File: config.mk
export PLATFORM = sky130hd
export DESIGN_NAME = chain_issue_ctrl
export DESIGN_NICKNAME = d
export VERILOG_FILES = /design/src/rtl/sched_pkg.sv /design/src/rtl/chain_issue_ctrl.sv
export SDC_FILE = /design/constraint.sdc
export NUM_CORES = 1
export LEC_CHECK = 0
export BUFFER_PORTS_ARGS = -buffer_cell sky130_fd_sc_hd__buf_2
export CORE_AREA = 4 4 80 82
export CTS_CLUSTER_DIAMETER = 100
export CTS_CLUSTER_SIZE = 40
export DETAILED_ROUTE_END_ITERATION = 6
export DIE_AREA = 0 0 84 86
export GPL_ROUTABILITY_DRIVEN = 0
export HOLD_SLACK_MARGIN = 0.03
export PLACE_DENSITY_LB_ADDON = 0.25
export SYNTH_ARGS = -nofsm -noshare
export SYNTH_HDL_FRONTEND = slang
export SYNTH_SLANG_ARGS = --single-unit
File: constraint.sdc
create_clock -name clk -period 2.7 [get_ports clk]
set_input_delay 0.54 -clock clk [delete_from_list [all_inputs] [get_ports clk]]
set_output_delay 0.54 -clock clk [all_outputs]
set_load 0.005 [all_outputs]
File: src/rtl/sched_pkg.sv
package sched_pkg;

    // macro instruction widths, one per unit
    localparam int MIW_MVU  = 40;
    localparam int MIW_EVRF = 32;
    localparam int MIW_MFU  = 36;
    localparam int MIW_LD   = 44;

    // full chain word: mvu, evrf, two mfus, ld
    localparam int MICW = MIW_MVU + MIW_EVRF + 2 * MIW_MFU + MIW_LD;

    // tag sits in the low bits of the mvu instruction
    localparam int NTAGW = 5;

    // one output channel per unit
    localparam int NUM_UNITS = 5;

    // positions in the write-ready vector
    localparam int UNIT_MVU  = 0;
    localparam int UNIT_EVRF = 1;
    localparam int UNIT_MFU0 = 2;
    localparam int UNIT_MFU1 = 3;
    localparam int UNIT_LD   = 4;

    // defaults, overridden from the top level
    localparam int INST_DEPTH_DEFAULT = 256;
    localparam int QDEPTH_DEFAULT     = 4;

    // per-unit macro instructions
    typedef logic [MIW_MVU-1:0]  mvu_minst_t;
    typedef logic [MIW_EVRF-1:0] evrf_minst_t;
    typedef logic [MIW_MFU-1:0]  mfu_minst_t;
    typedef logic [MIW_LD-1:0]   ld_minst_t;

    typedef logic [NTAGW-1:0] mvu_tag_t;

    // an mvu tag of all ones ends a chain
    localparam mvu_tag_t HALT_TAG = '1;

    // first member is the msb end, so mvu lands at bit 0
    typedef struct packed {
        ld_minst_t   ld;
        mfu_minst_t  mfu1;
        mfu_minst_t  mfu0;
        evrf_minst_t evrf;
        mvu_minst_t  mvu;
    } minst_chain_t;

endpackage

File: src/rtl/chain_issue_ctrl.sv
module chain_issue_ctrl #(
    parameter int INST_DEPTH = sched_pkg::INST_DEPTH_DEFAULT,
    localparam int ADDRW = $clog2(INST_DEPTH)
) (
    input  logic                           clk,
    input  logic                           rst,
    input  logic                           i_start,
    input  logic [ADDRW-1:0]               i_pc_start,
    input  sched_pkg::minst_chain_t        i_inst,
    input  logic [sched_pkg::NUM_UNITS-1:0] i_fifo_ready,
    output logic [ADDRW-1:0]               o_rd_addr,
    output logic                           o_issue,
    output logic                           o_busy
);

    typedef enum logic {
        ST_IDLE,
        ST_RUN
    } state_t;

    state_t              state;
    state_t              state_nxt;
    logic [ADDRW-1:0]    pc;
    logic [ADDRW-1:0]    pc_nxt;
    logic                presented;
    sched_pkg::mvu_tag_t tag;
    logic                running;
    logic                tag_halt;
    logic                halt;
    logic                all_ready;

    assign running = (state == ST_RUN);

    // halt check on the word the ram is showing
    assign tag      = i_inst.mvu[sched_pkg::NTAGW-1:0];
    assign tag_halt = (tag == sched_pkg::HALT_TAG);
    assign halt     = running && presented && tag_halt;

    // all five queues must take the word together
    assign all_ready = &i_fifo_ready;
    assign o_issue   = running && presented && !tag_halt && all_ready;

    always_comb begin
        state_nxt = state;
        case (state)
            ST_IDLE: begin
                if (i_start) begin
                    state_nxt = ST_RUN;
                end
            end
            ST_RUN: begin
                if (halt) begin
                    state_nxt = ST_IDLE;
                end
            end
            default: state_nxt = ST_IDLE;
        endcase
    end

    always_comb begin
        pc_nxt = pc;
        if (!running && i_start) begin
            pc_nxt = i_pc_start;
        end else if (o_issue) begin
            pc_nxt = pc + 1'b1;
        end
    end

    // read ahead with the next pc, so the ram output tracks pc exactly
    assign o_rd_addr = pc_nxt;
    assign o_busy    = running;

    always_ff @(posedge clk) begin
        if (rst) begin
            state     <= ST_IDLE;
            pc        <= '0;
            presented <= 1'b0;
        end else begin
            state <= state_nxt;
            pc    <= pc_nxt;
            // first word shows one cycle after the start edge
            presented <= running && !halt;
        end
    end

endmodule

==> Yosys cells after proc, flatten, opt, wreduce, memory -nomap -nowiden <==
Index checks and enable logic that the tools add are counted.
{ "totals": {"latchBits": 0, "mem_count": 0, "regBits": 10, "rom_bits": 0, "out_inout_bits": 10, "ramBits": 0} }
{ "op_classes": {"eq_ne": 1, "bitwise_logic": 1, "n_mux": 5, "div_mod_pow": 0, "shifts": 0, "n_lt_le_gt_ge": 0, "n_reduce_logical": 10, "n_mul": 0, "add_sub_neg": 1} }
{ "ops": {"columns": ["operator", "n"], "rows": [
  ["$mux 8", 2],
  ["$add 8x1->8 const B", 1],
  ["$logic_and 1x1->1", 6],
  ["$eq 5x5->1 const B", 1],
  ["$reduce_and 5->1", 1],
  ["$logic_not 1->1", 3],
  ["$mux 1", 2],
  ["$pmux 1 s2", 1],
  ["$not 1->1", 1]
]} }

==> Logic depth before layout (Yosys ltp) <==
{ "depth": {"ltp_word": 6, "depth_mapped": 5} }

==> Worst setup path after synthesis <==
No wires, ideal clock.
{ "synth_timing": {"path_type": "input to output", "from": "input port i_inst[1] (netlist name)", "to": "output port o_rd_addr[7]", "required_ps": 2160, "n_path_buf": 0, "cell_stages": 4, "arrival_time_ps": 1842, "setup_slack_ps": 318, "path_cell_list": "and4_4 a2111o_1 or4_4 a31oi_1"} }
{ "synth_between": {"elab_chain_len": 6} }
{ "synth_rtl": {"columns": ["element", "line_no", "rtl"], "rows": [
  ["start: declaration", "chain_issue_ctrl.sv:9", "input sched_pkg::minst_chain_t i_inst,"],
  ["$eq 5x5->1", "chain_issue_ctrl.sv:36", "assign tag_halt = (tag == sched_pkg::HALT_TAG);"],
  ["$logic_not 1->1", "chain_issue_ctrl.sv:41", "assign o_issue = running && presented && !tag_halt && all_ready;"],
  ["$logic_and 1x1->1 (2 in series)", "chain_issue_ctrl.sv:41", null],
  ["$mux 8", "chain_issue_ctrl.sv:64", "end else if (o_issue) begin"],
  ["$mux 8", "chain_issue_ctrl.sv:62", "if (!running && i_start) begin"],
  ["end: declaration", "chain_issue_ctrl.sv:11", "output logic [ADDRW-1:0] o_rd_addr,"]
]} }
Every way passes these cells.

==> Final worst setup path <==
Ends and elaborated chain as after synthesis.

==> results.py <==
metrics = {
    "status": {
        "status": "finished, final reports clean",
    },
    "yosys": {
        "synth_cell_types": 32,
        "yosys.area_share.adder_pct": 1.98,
        "yosys.area.top_type": "dfxtp_1",
        "synth_area_leaders": "dfxtp_1, mux2i_1, a211oi_1, nand2_1, a311oi_1",
        "yosysWarnings": 0,
        "ys_async_sr_fraction_pct": 0,
        "synth_compound_area_share_pct": 25.0,
        "synth_xor_area_share_pct": 2.78,
        "ys_ff_latch": 10,
        "netlist_area_um2": 631,
        "synth_top_family_by_area": "simple AND/OR/NAND/NOR gates",
        "ys.flop_type": "dfxtp_1",
        "ys_seq_area_share_pct": 31.7,
        "synth_edf_count": 0,
        "postSynthAreaPerCell_um2": 8.08,
        "synth.top_cell.area_share_pct": 31.7,
        "synthSimpleGateAreaFrac_pct": 29.0,
        "synth_fp_nets": 283,
        "synthMuxAreaShare_pct": 6.55,
        "syn_inst": 78,
    },
    "worst_setup_path": {
        "reg2reg_slack_ps": 960,
        "critPathRequiredTime_ps": 2160,
        "startpoint_type": "input pin",
        "r2r-end": "pc[7]",
        "worst-path-buf-inv": 2,
        "worst-endpoint-arrival_ps": 2080,
        "crit_top_cell": "buf_2",
        "crit_type": "input pin to output port",
        "cp_slowest_cell": "or4_4",
        "path_max_fanout": 4,
        "endpoint_kind": "output port",
        "critPathTopFamily": "simple AND/OR/NAND/NOR gates",
        "rr_startpoint": "pc[0]",
        "ff2ff_path_depth": 4,
        "crit_chain": "buf_2 > and4_4 > a2111o_1 > or4_4 > a31oi_1 > buf_2",
        "slowest_delay_ps": 510,
    },
    "drt": {
        "ant_nets": 0,
        "drt_iter0_drc": 28,
        "drc": 0,
        "wl_mm": 2.11,
        "first_pass_iters": 4,
        "wl_per_cell_um": 11.1,
        "vias": 735,
        "via_per_inst": 3.87,
    },
    "global_routing": {
        "grt_max_degree": 13,
        "grt_use_total_pct": 6.12,
        "grt_overflow": 0,
        "grt_pass1_wl_mm": 3.55,
        "antenna_found_initial": 0,
        "first_global_vias": 745,
    },
    "sta": {
        "slew_viol_final": 0,
        "tns_ps": 0,
        "fin_skew_ps": 7.46,
        "rsz0062_at_grt": "false",
        "setup_viol": 0,
        "tightest_slew_ps": 436,
        "min_period_over_period_pct": 96.9,
        "finalHoldViolCount": 0,
        "fmax_ghz": 0.382,
        "relSlewSlack_pct": 70.9,
        "fin_crit_ps": 2620,
    },
    "power": {
        "leakage_nw": 0.386,
        "p_per_area_nw_per_um2": 483,
        "ir_drop_mv": 0.183,
    },
    "finish": {
        "drive_gt1_share_pct": 40.0,
        "final_cells": 190,
        "area_delta_synth_final_pct": 56.5,
        "antenna_cells": 0,
        "layout_commonest_cell": "buf_2",
        "finalNetCount": 321,
        "design_area_um2": 987,
        "fill_cells": 676,
        "layout_common_cells": "buf_2, dfxtp_1, nand2_1, nor2_1, buf_4",
    },
    "floorplanning": {
        "start_util_pct": 11.0,
        "die_area_um2": 7220,
        "num_io_pins": 214,
        "rows": 28,
        "die_y_um": 86,
        "coreArea_um2": 5750,
        "die_x_um": 84,
    },
    "placed_design": {
        "io_buffer_count": 30,
        "dp_cells": 186,
        "place_area_um2": 908,
        "dpl.hpwl_mm": 1.74,
    },
    "cts": {
        "clock_latency_ps": 240,
        "htree_levels": 1,
        "clockBufferDepth": 2,
        "postCtsHoldBufs": 0,
        "cts_setup_buffers": 0,
        "cts_sinks": 10,
        "cts_root_buffer": "clkbuf_8",
        "cts_tree": "built",
        "numCtsBuffers": 3,
        "clk_pin_slew_ps": 50,
    },
    "run": {
        "maxCapViolCount": 0,
    },
    "hold_path": {
        "worstHoldEndpoint": "pc[7]",
        "min_from": "pc[7]",
        "hp-class": "flip-flop to flip-flop",
        "hold_path_depth": 2,
    },
}
==> timing repair <==
action,in CTS,in global routing
pin swaps,0,1
setup endpoints to repair,1,3
cloned,0,0
resized for setup,1,3
==> logic make-up after synthesis <==
logic type / count (synthesis)
and+or+nand+nor: 34
AOI/OAI and AO/OA: 22
DFF: 10
buffers and inverters: 5
muxes: 4
xor gates and xnor gates: 2
adders and majority gates: 1
==> sequential cells by signal, indices dropped and copies added, names as in the netlist <==
signal / count
o_busy: 1
presented: 1
pc: 8
==> report_power, final <==
group          internal, mW  total (mW)  switching (mW)
Clock                 0.128       0.189          0.0604
Sequential            0.163       0.178          0.0151
Combinational        0.0531       0.110          0.0571
Total                 0.344       0.477           0.133
==> cell usage after synthesis, drive strengths merged, types with 3 or more instances <==
master,instances
a211oi,4
a21oi,5
a311oi,3
a31oi,3
dfxtp,10
mux2i,3
nand2,7
nand3,5
nand4,4
nor2,6
==> stage by stage <==
step                hold WS [ps]  total power [mW]  utilization, %  setup WS, ps
global route                 601             0.508            17.2          19.5
CTS                          536             0.482            16.8          28.0
finish                       540             0.477            17.2          84.6
global placement             529             0.291            15.8         -11.6
detailed placement           526             0.290            15.8          8.66
floorplan                    497             0.235               -           318
==> area by class of cell <==
type | count | area (um2) | area share (%)
Multi-Input combinational cell | 63 | 435 | 44.1
Inverter | 2 | 7.51 | 0.760
Timing Repair Buffer | 36 | 195 | 19.8
Clock buffer | 4 | 55.1 | 5.58
Tap cell | 75 | 93.8 | 9.51
Sequential cell | 10 | 200 | 20.3
==> metal layers <==
layer  up-vias  global-route usage (%)  part of all wire (%)
met5         -                       0                     0
met4         0                    2.63                   1.4
met3         3                    2.21                   9.0
met2        31                    8.53                    37
met1       328                    8.42                    53
li1        373                       -                     -
==> tightest hold or removal path: stages, from the launching register on <==
cell	delay (ps)
dfxtp_1	300
o31ai_1	90
a311oi_1	90
==> worst max path at each step <==
stage	startpoint	to	slack, ps	cells after the start
6_report	i_inst[1]	o_rd_addr[7]	80	6
5_1_grt	i_fifo_ready[3]	o_rd_addr[7]	20	6
4_1_cts	i_inst[1]	o_rd_addr[7]	30	6
3_5_place_dp	i_inst[1]	o_rd_addr[4]	9	8
3_3_place_gp	i_inst[1]	o_rd_addr[4]	-10	8
2_1_floorplan	i_inst[1]	o_rd_addr[7]	320	4
Note: power is estimated with default switching activity, not from simulation.
