--- config.mk ---
export PLATFORM = sky130hd
export DESIGN_NAME = minst_fifo
export DESIGN_NICKNAME = d
export VERILOG_FILES = /design/src/rtl/sched_pkg.sv /design/src/rtl/minst_fifo.sv
export SDC_FILE = /design/constraint.sdc
export NUM_CORES = 1
export LEC_CHECK = 0
export ABC_AREA = 1
export BUFFER_PORTS_ARGS = -buffer_cell sky130_fd_sc_hd__buf_2
export CORE_UTILIZATION = 60
export DETAILED_ROUTE_END_ITERATION = 8
export PLACE_DENSITY = 0.8
export SYNTH_ARGS = -nofsm -noshare
export SYNTH_HDL_FRONTEND = slang
export SYNTH_SLANG_ARGS = --single-unit
--- constraint.sdc ---
create_clock -name clk -period 2.7 [get_ports clk]
set_input_delay 0.135 -clock clk [delete_from_list [all_inputs] [get_ports clk]]
set_output_delay 0.135 -clock clk [all_outputs]
set_load 0.05 [all_outputs]
--- src/rtl/sched_pkg.sv ---
package sched_pkg;

    // macro instruction widths, one per unit
    localparam int MIW_MVU  = 40;
    localparam int MIW_EVRF = 32;
    localparam int MIW_MFU  = 36;
    localparam int MIW_LD   = 44;

    // full chain word: mvu, evrf, two mfus, ld
    localparam int MICW = MIW_MVU + MIW_EVRF + 2 * MIW_MFU + MIW_LD;

    // tag sits in the low bits of the mvu instruction
    localparam int NTAGW = 5;

    // one output channel per unit
    localparam int NUM_UNITS = 5;

    // positions in the write-ready vector
    localparam int UNIT_MVU  = 0;
    localparam int UNIT_EVRF = 1;
    localparam int UNIT_MFU0 = 2;
    localparam int UNIT_MFU1 = 3;
    localparam int UNIT_LD   = 4;

    // defaults, overridden from the top level
    localparam int INST_DEPTH_DEFAULT = 256;
    localparam int QDEPTH_DEFAULT     = 4;

    // per-unit macro instructions
    typedef logic [MIW_MVU-1:0]  mvu_minst_t;
    typedef logic [MIW_EVRF-1:0] evrf_minst_t;
    typedef logic [MIW_MFU-1:0]  mfu_minst_t;
    typedef logic [MIW_LD-1:0]   ld_minst_t;

    typedef logic [NTAGW-1:0] mvu_tag_t;

    // an mvu tag of all ones ends a chain
    localparam mvu_tag_t HALT_TAG = '1;

    // first member is the msb end, so mvu lands at bit 0
    typedef struct packed {
        ld_minst_t   ld;
        mfu_minst_t  mfu1;
        mfu_minst_t  mfu0;
        evrf_minst_t evrf;
        mvu_minst_t  mvu;
    } minst_chain_t;

endpackage

--- src/rtl/minst_fifo.sv ---
module minst_fifo #(
    parameter int QDEPTH = sched_pkg::QDEPTH_DEFAULT,
    parameter type payload_t = logic [7:0],
    localparam int PTRW = (QDEPTH > 1) ? $clog2(QDEPTH) : 1,
    localparam int CNTW = $clog2(QDEPTH + 1)
) (
    input  logic     clk,
    input  logic     rst,
    input  logic     i_wr_valid,
    output logic     o_wr_ready,
    input  payload_t i_wr_data,
    output logic     o_rd_valid,
    input  logic     i_rd_ready,
    output payload_t o_rd_data
);

    localparam logic [PTRW-1:0] LAST_SLOT = PTRW'(QDEPTH - 1);
    localparam logic [CNTW-1:0] FULL_CNT  = CNTW'(QDEPTH);

    payload_t        buffer [QDEPTH];
    logic [PTRW-1:0] wr_ptr;
    logic [PTRW-1:0] rd_ptr;
    logic [CNTW-1:0] count;
    logic            full;
    logic            empty;
    logic            do_push;
    logic            do_pop;

    assign full  = (count == FULL_CNT);
    assign empty = (count == '0);

    assign o_wr_ready = !full;
    assign o_rd_valid = !empty;
    assign o_rd_data  = buffer[rd_ptr];

    assign do_pop  = i_rd_ready && !empty;
    // a pop in the same cycle frees the slot of a full queue
    assign do_push = i_wr_valid && (!full || do_pop);

    always_ff @(posedge clk) begin
        if (do_push) begin
            buffer[wr_ptr] <= i_wr_data;
        end
    end

    always_ff @(posedge clk) begin
        if (rst) begin
            wr_ptr <= '0;
            rd_ptr <= '0;
            count  <= '0;
        end else begin
            if (do_push) begin
                wr_ptr <= (wr_ptr == LAST_SLOT) ? '0 : wr_ptr + 1'b1;
            end
            if (do_pop) begin
                rd_ptr <= (rd_ptr == LAST_SLOT) ? '0 : rd_ptr + 1'b1;
            end
            case ({do_push, do_pop})
                2'b10:   count <= count + 1'b1;
                2'b01:   count <= count - 1'b1;
                default: count <= count;
            endcase
        end
    end

endmodule

=== Word level (Yosys, flattened, before mapping) ===
Memory sizes are Yosys's and may differ from the RTL's. A register that Yosys moved wholly into a read port is not among the register bits.
Cells that the tools add are included.

* Add/sub/neg operators: 4
* Eq/ne operators: 5
* Mux-type cells: 7
* Reduce and logical (&&, ||, !) cells: 7

{| class="wikitable"
|+ Operators by type and width
! operator !! count
|-
| two-way mux 2 bit || 4
|-
| == test 2 bit (second input constant) || 3
|-
| case mux 3 bit (2 select lines) || 1
|-
| adder 2 x 1 -> 2 bit (second input constant) || 2
|-
| adder 3 x 1 -> 3 bit (second input constant) || 1
|-
| == test 3 bit (second input constant) || 1
|-
| zero test 3 bit || 1
|-
| subtractor 3 x 1 -> 3 bit (second input constant) || 1
|-
| == test 2 x 1 -> 1 bit (second input constant) || 1
|-
| logical AND 1 bit || 2
|-
| zero test 1 bit || 2
|-
| two-way mux 1 bit || 2
|-
| nonzero test 2 bit || 1
|-
| logical OR 1 bit || 1
|}

* Bits of input ports: 12
* Memories: 1
* Logic and storage cells: 27
* Flip-flop bits (word level): 7
* Memory bits (writable): 32
* Output and inout port bits: 10

{| class="wikitable"
|+ Memory list
! name !! depth !! width !! rd ports !! clocked after Yosys merged registers in !! wr ports !! line !! source
|-
| buffer || 4 || 8 || 1 || 1 || 1 || minst_fifo.sv:20 || <nowiki>payload_t buffer [QDEPTH];</nowiki>
|}

=== Depth between registers and ports, before layout ===
* Word-level depth: 7
* Mapped depth: 12
* Mapped depth without buffers: 12

=== Worst setup path before layout ===
No wires, ideal clock.

* Path type: reg-to-reg
* Start point: register count[1]
* End point: register count[2]
* Cell stages (with the launch flop): 13
* Path buffers: 0
* Period minus slack after synthesis: 1.704 ns
* Arrival time: 1.591 ns
* Setup slack: 0.996 ns
* Path through: dfxtp_1 nor2_4 nand3_2 nand2_1 ha_1 inv_1 fa_1 inv_1 nand2_1 nand3_1 nand2_1 nand2_1 nor2_1

* Longest elaborated chain between the ends: 7
* Elaborated cells between the ends (all ways): 13
* Classes of those cells: add/sub: 2; eq/ne: 3; mux: 1; reduce/logical: 7

{| class="wikitable"
|+ RTL lines
! what !! line !! source
|-
| start: declaration || minst_fifo.sv:23 || <nowiki>logic [CNTW-1:0] count;</nowiki>
|-
| start signal: assignment || minst_fifo.sv:59 || <nowiki>2'b10: count <= count + 1'b1;</nowiki>
|-
| start signal: assignment || minst_fifo.sv:60 || <nowiki>2'b01: count <= count - 1'b1;</nowiki>
|-
| start signal: assignment || minst_fifo.sv:61 || <nowiki>default: count <= count;</nowiki>
|-
| zero test 3 bit || minst_fifo.sv:30 || <nowiki>assign empty = (count == '0);</nowiki>
|-
| zero test 1 bit || minst_fifo.sv:36 || <nowiki>assign do_pop = i_rd_ready && !empty;</nowiki>
|-
| logical AND 1 bit || minst_fifo.sv:36 ||
|-
| logical OR 1 bit || minst_fifo.sv:38 || <nowiki>assign do_push = i_wr_valid && (!full || do_pop);</nowiki>
|-
| logical AND 1 bit || minst_fifo.sv:38 ||
|-
| == test 2 x 1 -> 1 bit / == test 2 bit (equally long branches) || minst_fifo.sv:58 || <nowiki>case ({do_push, do_pop})</nowiki>
|-
| case mux 3 bit (2 select lines) / nonzero test 2 bit (equally long branches) || -- ||
|}

Several ways; a longest one is shown, not always the timed one.
A chain may end at the register's enable or synchronous reset.

==> impl_metrics.toml <==
[run_status]
outcome = "complete, no violations"

[sta]
clock_skew_ps = 10.71
fmax_mhz = 502.6
finalCritPeriodShare = 0.7370
worst_slew_pin_slew_ps = 811.9
hold_violations = 0
slew_headroom = 0.4567
slew_violations = 0
finalSetupViolations = 0
rsz0062_at_grt = "no"
min_period_ps = 1990
fin_tns_setup_ps = 0

[yosys]
synth_flop_cell = "edfxtp_1"
synth_top_area_cell = "edfxtp_1"
synthSimpleGateAreaFrac = 0.1201
synth_top_area_share = 0.5626
synth_cells = 146
syn_area_sq_um = 1708
syn-mean-instance-area_sq_um = 11.70
yosysWarningCount = 0
synth_compound_area_frac = 0.1055
synth_mux_area_frac = 0
synth_xor_xnor_area_share = 0
yosys.cell_types.count = 20
yosys.area_share.adder = 0.05568
synth_nets = 165
synth_edf_count = 32
ys_ff_latch = 41
async_reset_ff_frac = 0
synth_top_family_by_area = "simple AND/OR/NAND/NOR gates"
ys_seq_area_frac = 0.6681
yosys-top-cells-area = "edfxtp_1 56%, dfxtp_1 11%, nor2_1 6.2%"

[final_layout]
fin_area_sq_um = 1953
fin_nets = 196
area_delta_synth_final_pct = 14.36
fillers = 177
n_antenna_cell = 0
instances_no_fill = 208
multiInputGateArea_sq_um = 480.5
drive_gt1_frac = 0.1966
ff_latch_area_sq_um = 1141
post-route-util = 0.7541

[pwr]
power.total_mw = 1.938
powerDensity_nw_per_um2 = 992.5
intPower_mw = 1.143
clkPwrFrac = 0.193
p_seq_frac = 0.430
p_sw_mw = 0.7959
p_sw_frac = 0.4106
power.leakage_nw = 0.7801
combinationalPowerShare = 0.378
ir_drop_v = 0.0009004

[worst_setup_path]
critical_path.top_delay_family = "flip-flops"
max_stage_delay_ps = 710
cp-end-kind = "output port"
crit_fanout = 17
path_class = "register to output port"
start_kind = "register"
cp_slowest_cell = "dfxtp_1"
crit_buf_inv = 2
r2r_slack_ps = 740
worst_ep_arrival_time_ps = 1850
cp_data_required_time_ps = 2570
reg2reg_from = "count[1]"
crit_chain = "inv_2, o21ai_0, o22ai_1, buf_2"
rr_worst_depth = 12
reg2reg_to = "count[2]"
critical_path_depth = 4

[placed_design]
dpl.cell_count = 195
gp_congestion = 0.7778
placedInstanceArea_sq_um = 1828
io_buffer_count = 21
hpwl_um = 2008

[clock_tree]
cts_tree = "built"
htreeDepth = 2
cts.sinks = 41
clkTransAtPathRegs_ps = 110
clk_latency_ps = 330
ctsResizeCount = 0
cts_buffers = 5
cts.path.max_buffers = 2
clockRootBuffer = "clkbuf_4"

[job]
max_cap_viol_count = 0

[floorplanning]
core_sq_um = 2590
ioPinCount = 22
die_h_um = 55.35
die_w_um = 55.35
dieArea_sq_um = 3064
start_util = 0.6594
rows = 18

[detailed_routing]
vias = 1129
drc = 0
routedWlPerCell_um = 14.09
ant_nets = 0
via_per_inst = 5.428
drtIter0Drc = 47
wirelength_um = 2930
detail_route.first_pass.iterations = 4

[global_route]
gr-usage-met1 = 0.2745
gr-usage-met3 = 0.06323
grt_pass1_wl_um = 4899
grt.busiest_layer = "met2"
use_met2 = 0.3408
antenna_found_initial = 0
grt_usage = 0.2105
grt_overflow_total = 0
grt_max_degree = 18
grt_pass1_vias = 1103

[min_path]
hold_path_depth = 1
min_from = "i_wr_data[3]"
whs_endpoint = "buffer[2][3]"
hold_path.class = "input port to register"
==> per-layer routing <==
layer	share of wire	up-vias
met1	0.45	531
met3	0.051	0
met4	0	0
met5	0	-
li1	-	565
met2	0.50	33
==> repair_timing <==
| item | 4_1_cts | 5_1_grt |
|---|---|---|
| hold buffers | 1 | 4 |
| buffers inserted | 0 | 0 |
| hold endpoints to repair | 4 | 16 |
==> how the worst max path moves through the flow <==
| stage | from | slack, ps | end |
|---|---|---|---|
| floorplan | count[1] | 1000 | count[2] |
| global placement | count[1] | 950 | count[2] |
| detailed placement | count[1] | 780 | count[2] |
| CTS | register | 670 | o_rd_data[2] |
| global route | register | 500 | o_rd_data[6] |
| finish | register | 710 | o_rd_data[2] |
==> registers in the layout (all words and copies together), names as in the netlist, named ones only <==
register,cells
rd_ptr,2
count,3
wr_ptr,2
buffer,32
==> power groups by stage <==
stage | clock (mW) | combinational, mW | sequential, mW
floorplan | 0 | 0.605 | 0.815
global placement | 0 | 0.710 | 0.841
detailed placement | 0 | 0.729 | 0.847
CTS | 0.381 | 0.732 | 0.833
global route | 0.406 | 0.799 | 0.846
finish | 0.374 | 0.732 | 0.833
==> cells by family after synthesis <==
group,Yosys count
simple gates,48
flops,41
compound gates,31
buf+inv,19
fa+ha+maj,7
==> cells in the final DEF, fill, tap and decap left out, drive strengths merged <==
master        n
ha            6
a21oi         5
nand3         5
dlygate4sd3   5
nor2         29
inv          17
fa            1
o22ai         8
clkinv        1
buf          21
nand3b        1
nand2        12
clkbuf        6
o21ai        18
dfxtp         9
edfxtp       32
bufinv        1
or2           1
==> cell usage after synthesis, types with 2 or more instances <==
library cell and count:
edfxtp_1 32, nor2_1 28, inv_1 16, o21ai_0 14, nand2_1 12, dfxtp_1 9
o22ai_1 8, ha_1 6, a21oi_1 4, nand3_1 4, o21ai_2 3, buf_6 2
==> through the flow <==
| stage | worst slack, ps | hold WS, ps |
|---|---|---|
| after floorplan | 996.2 | 233.9 |
| after global placement | 947.4 | 346.8 |
| after detailed placement | 777.4 | 352.8 |
| after CTS | 670.3 | 1.516 |
| after global routing | 497.5 | 3.371 |
| final | 710.2 | 22.18 |
==> final cells by class <==
type / instances / share of cell area
Clock buffer: 6 / 0.02114
Clock inverter: 2 / 0.01730
Inverter: 17 / 0.03267
Multi-Input combinational cell: 86 / 0.2460
Sequential cell: 41 / 0.5842
Tap cell: 30 / 0.01922
Timing Repair Buffer: 26 / 0.07944
Power figures use the tool's default switching activity.
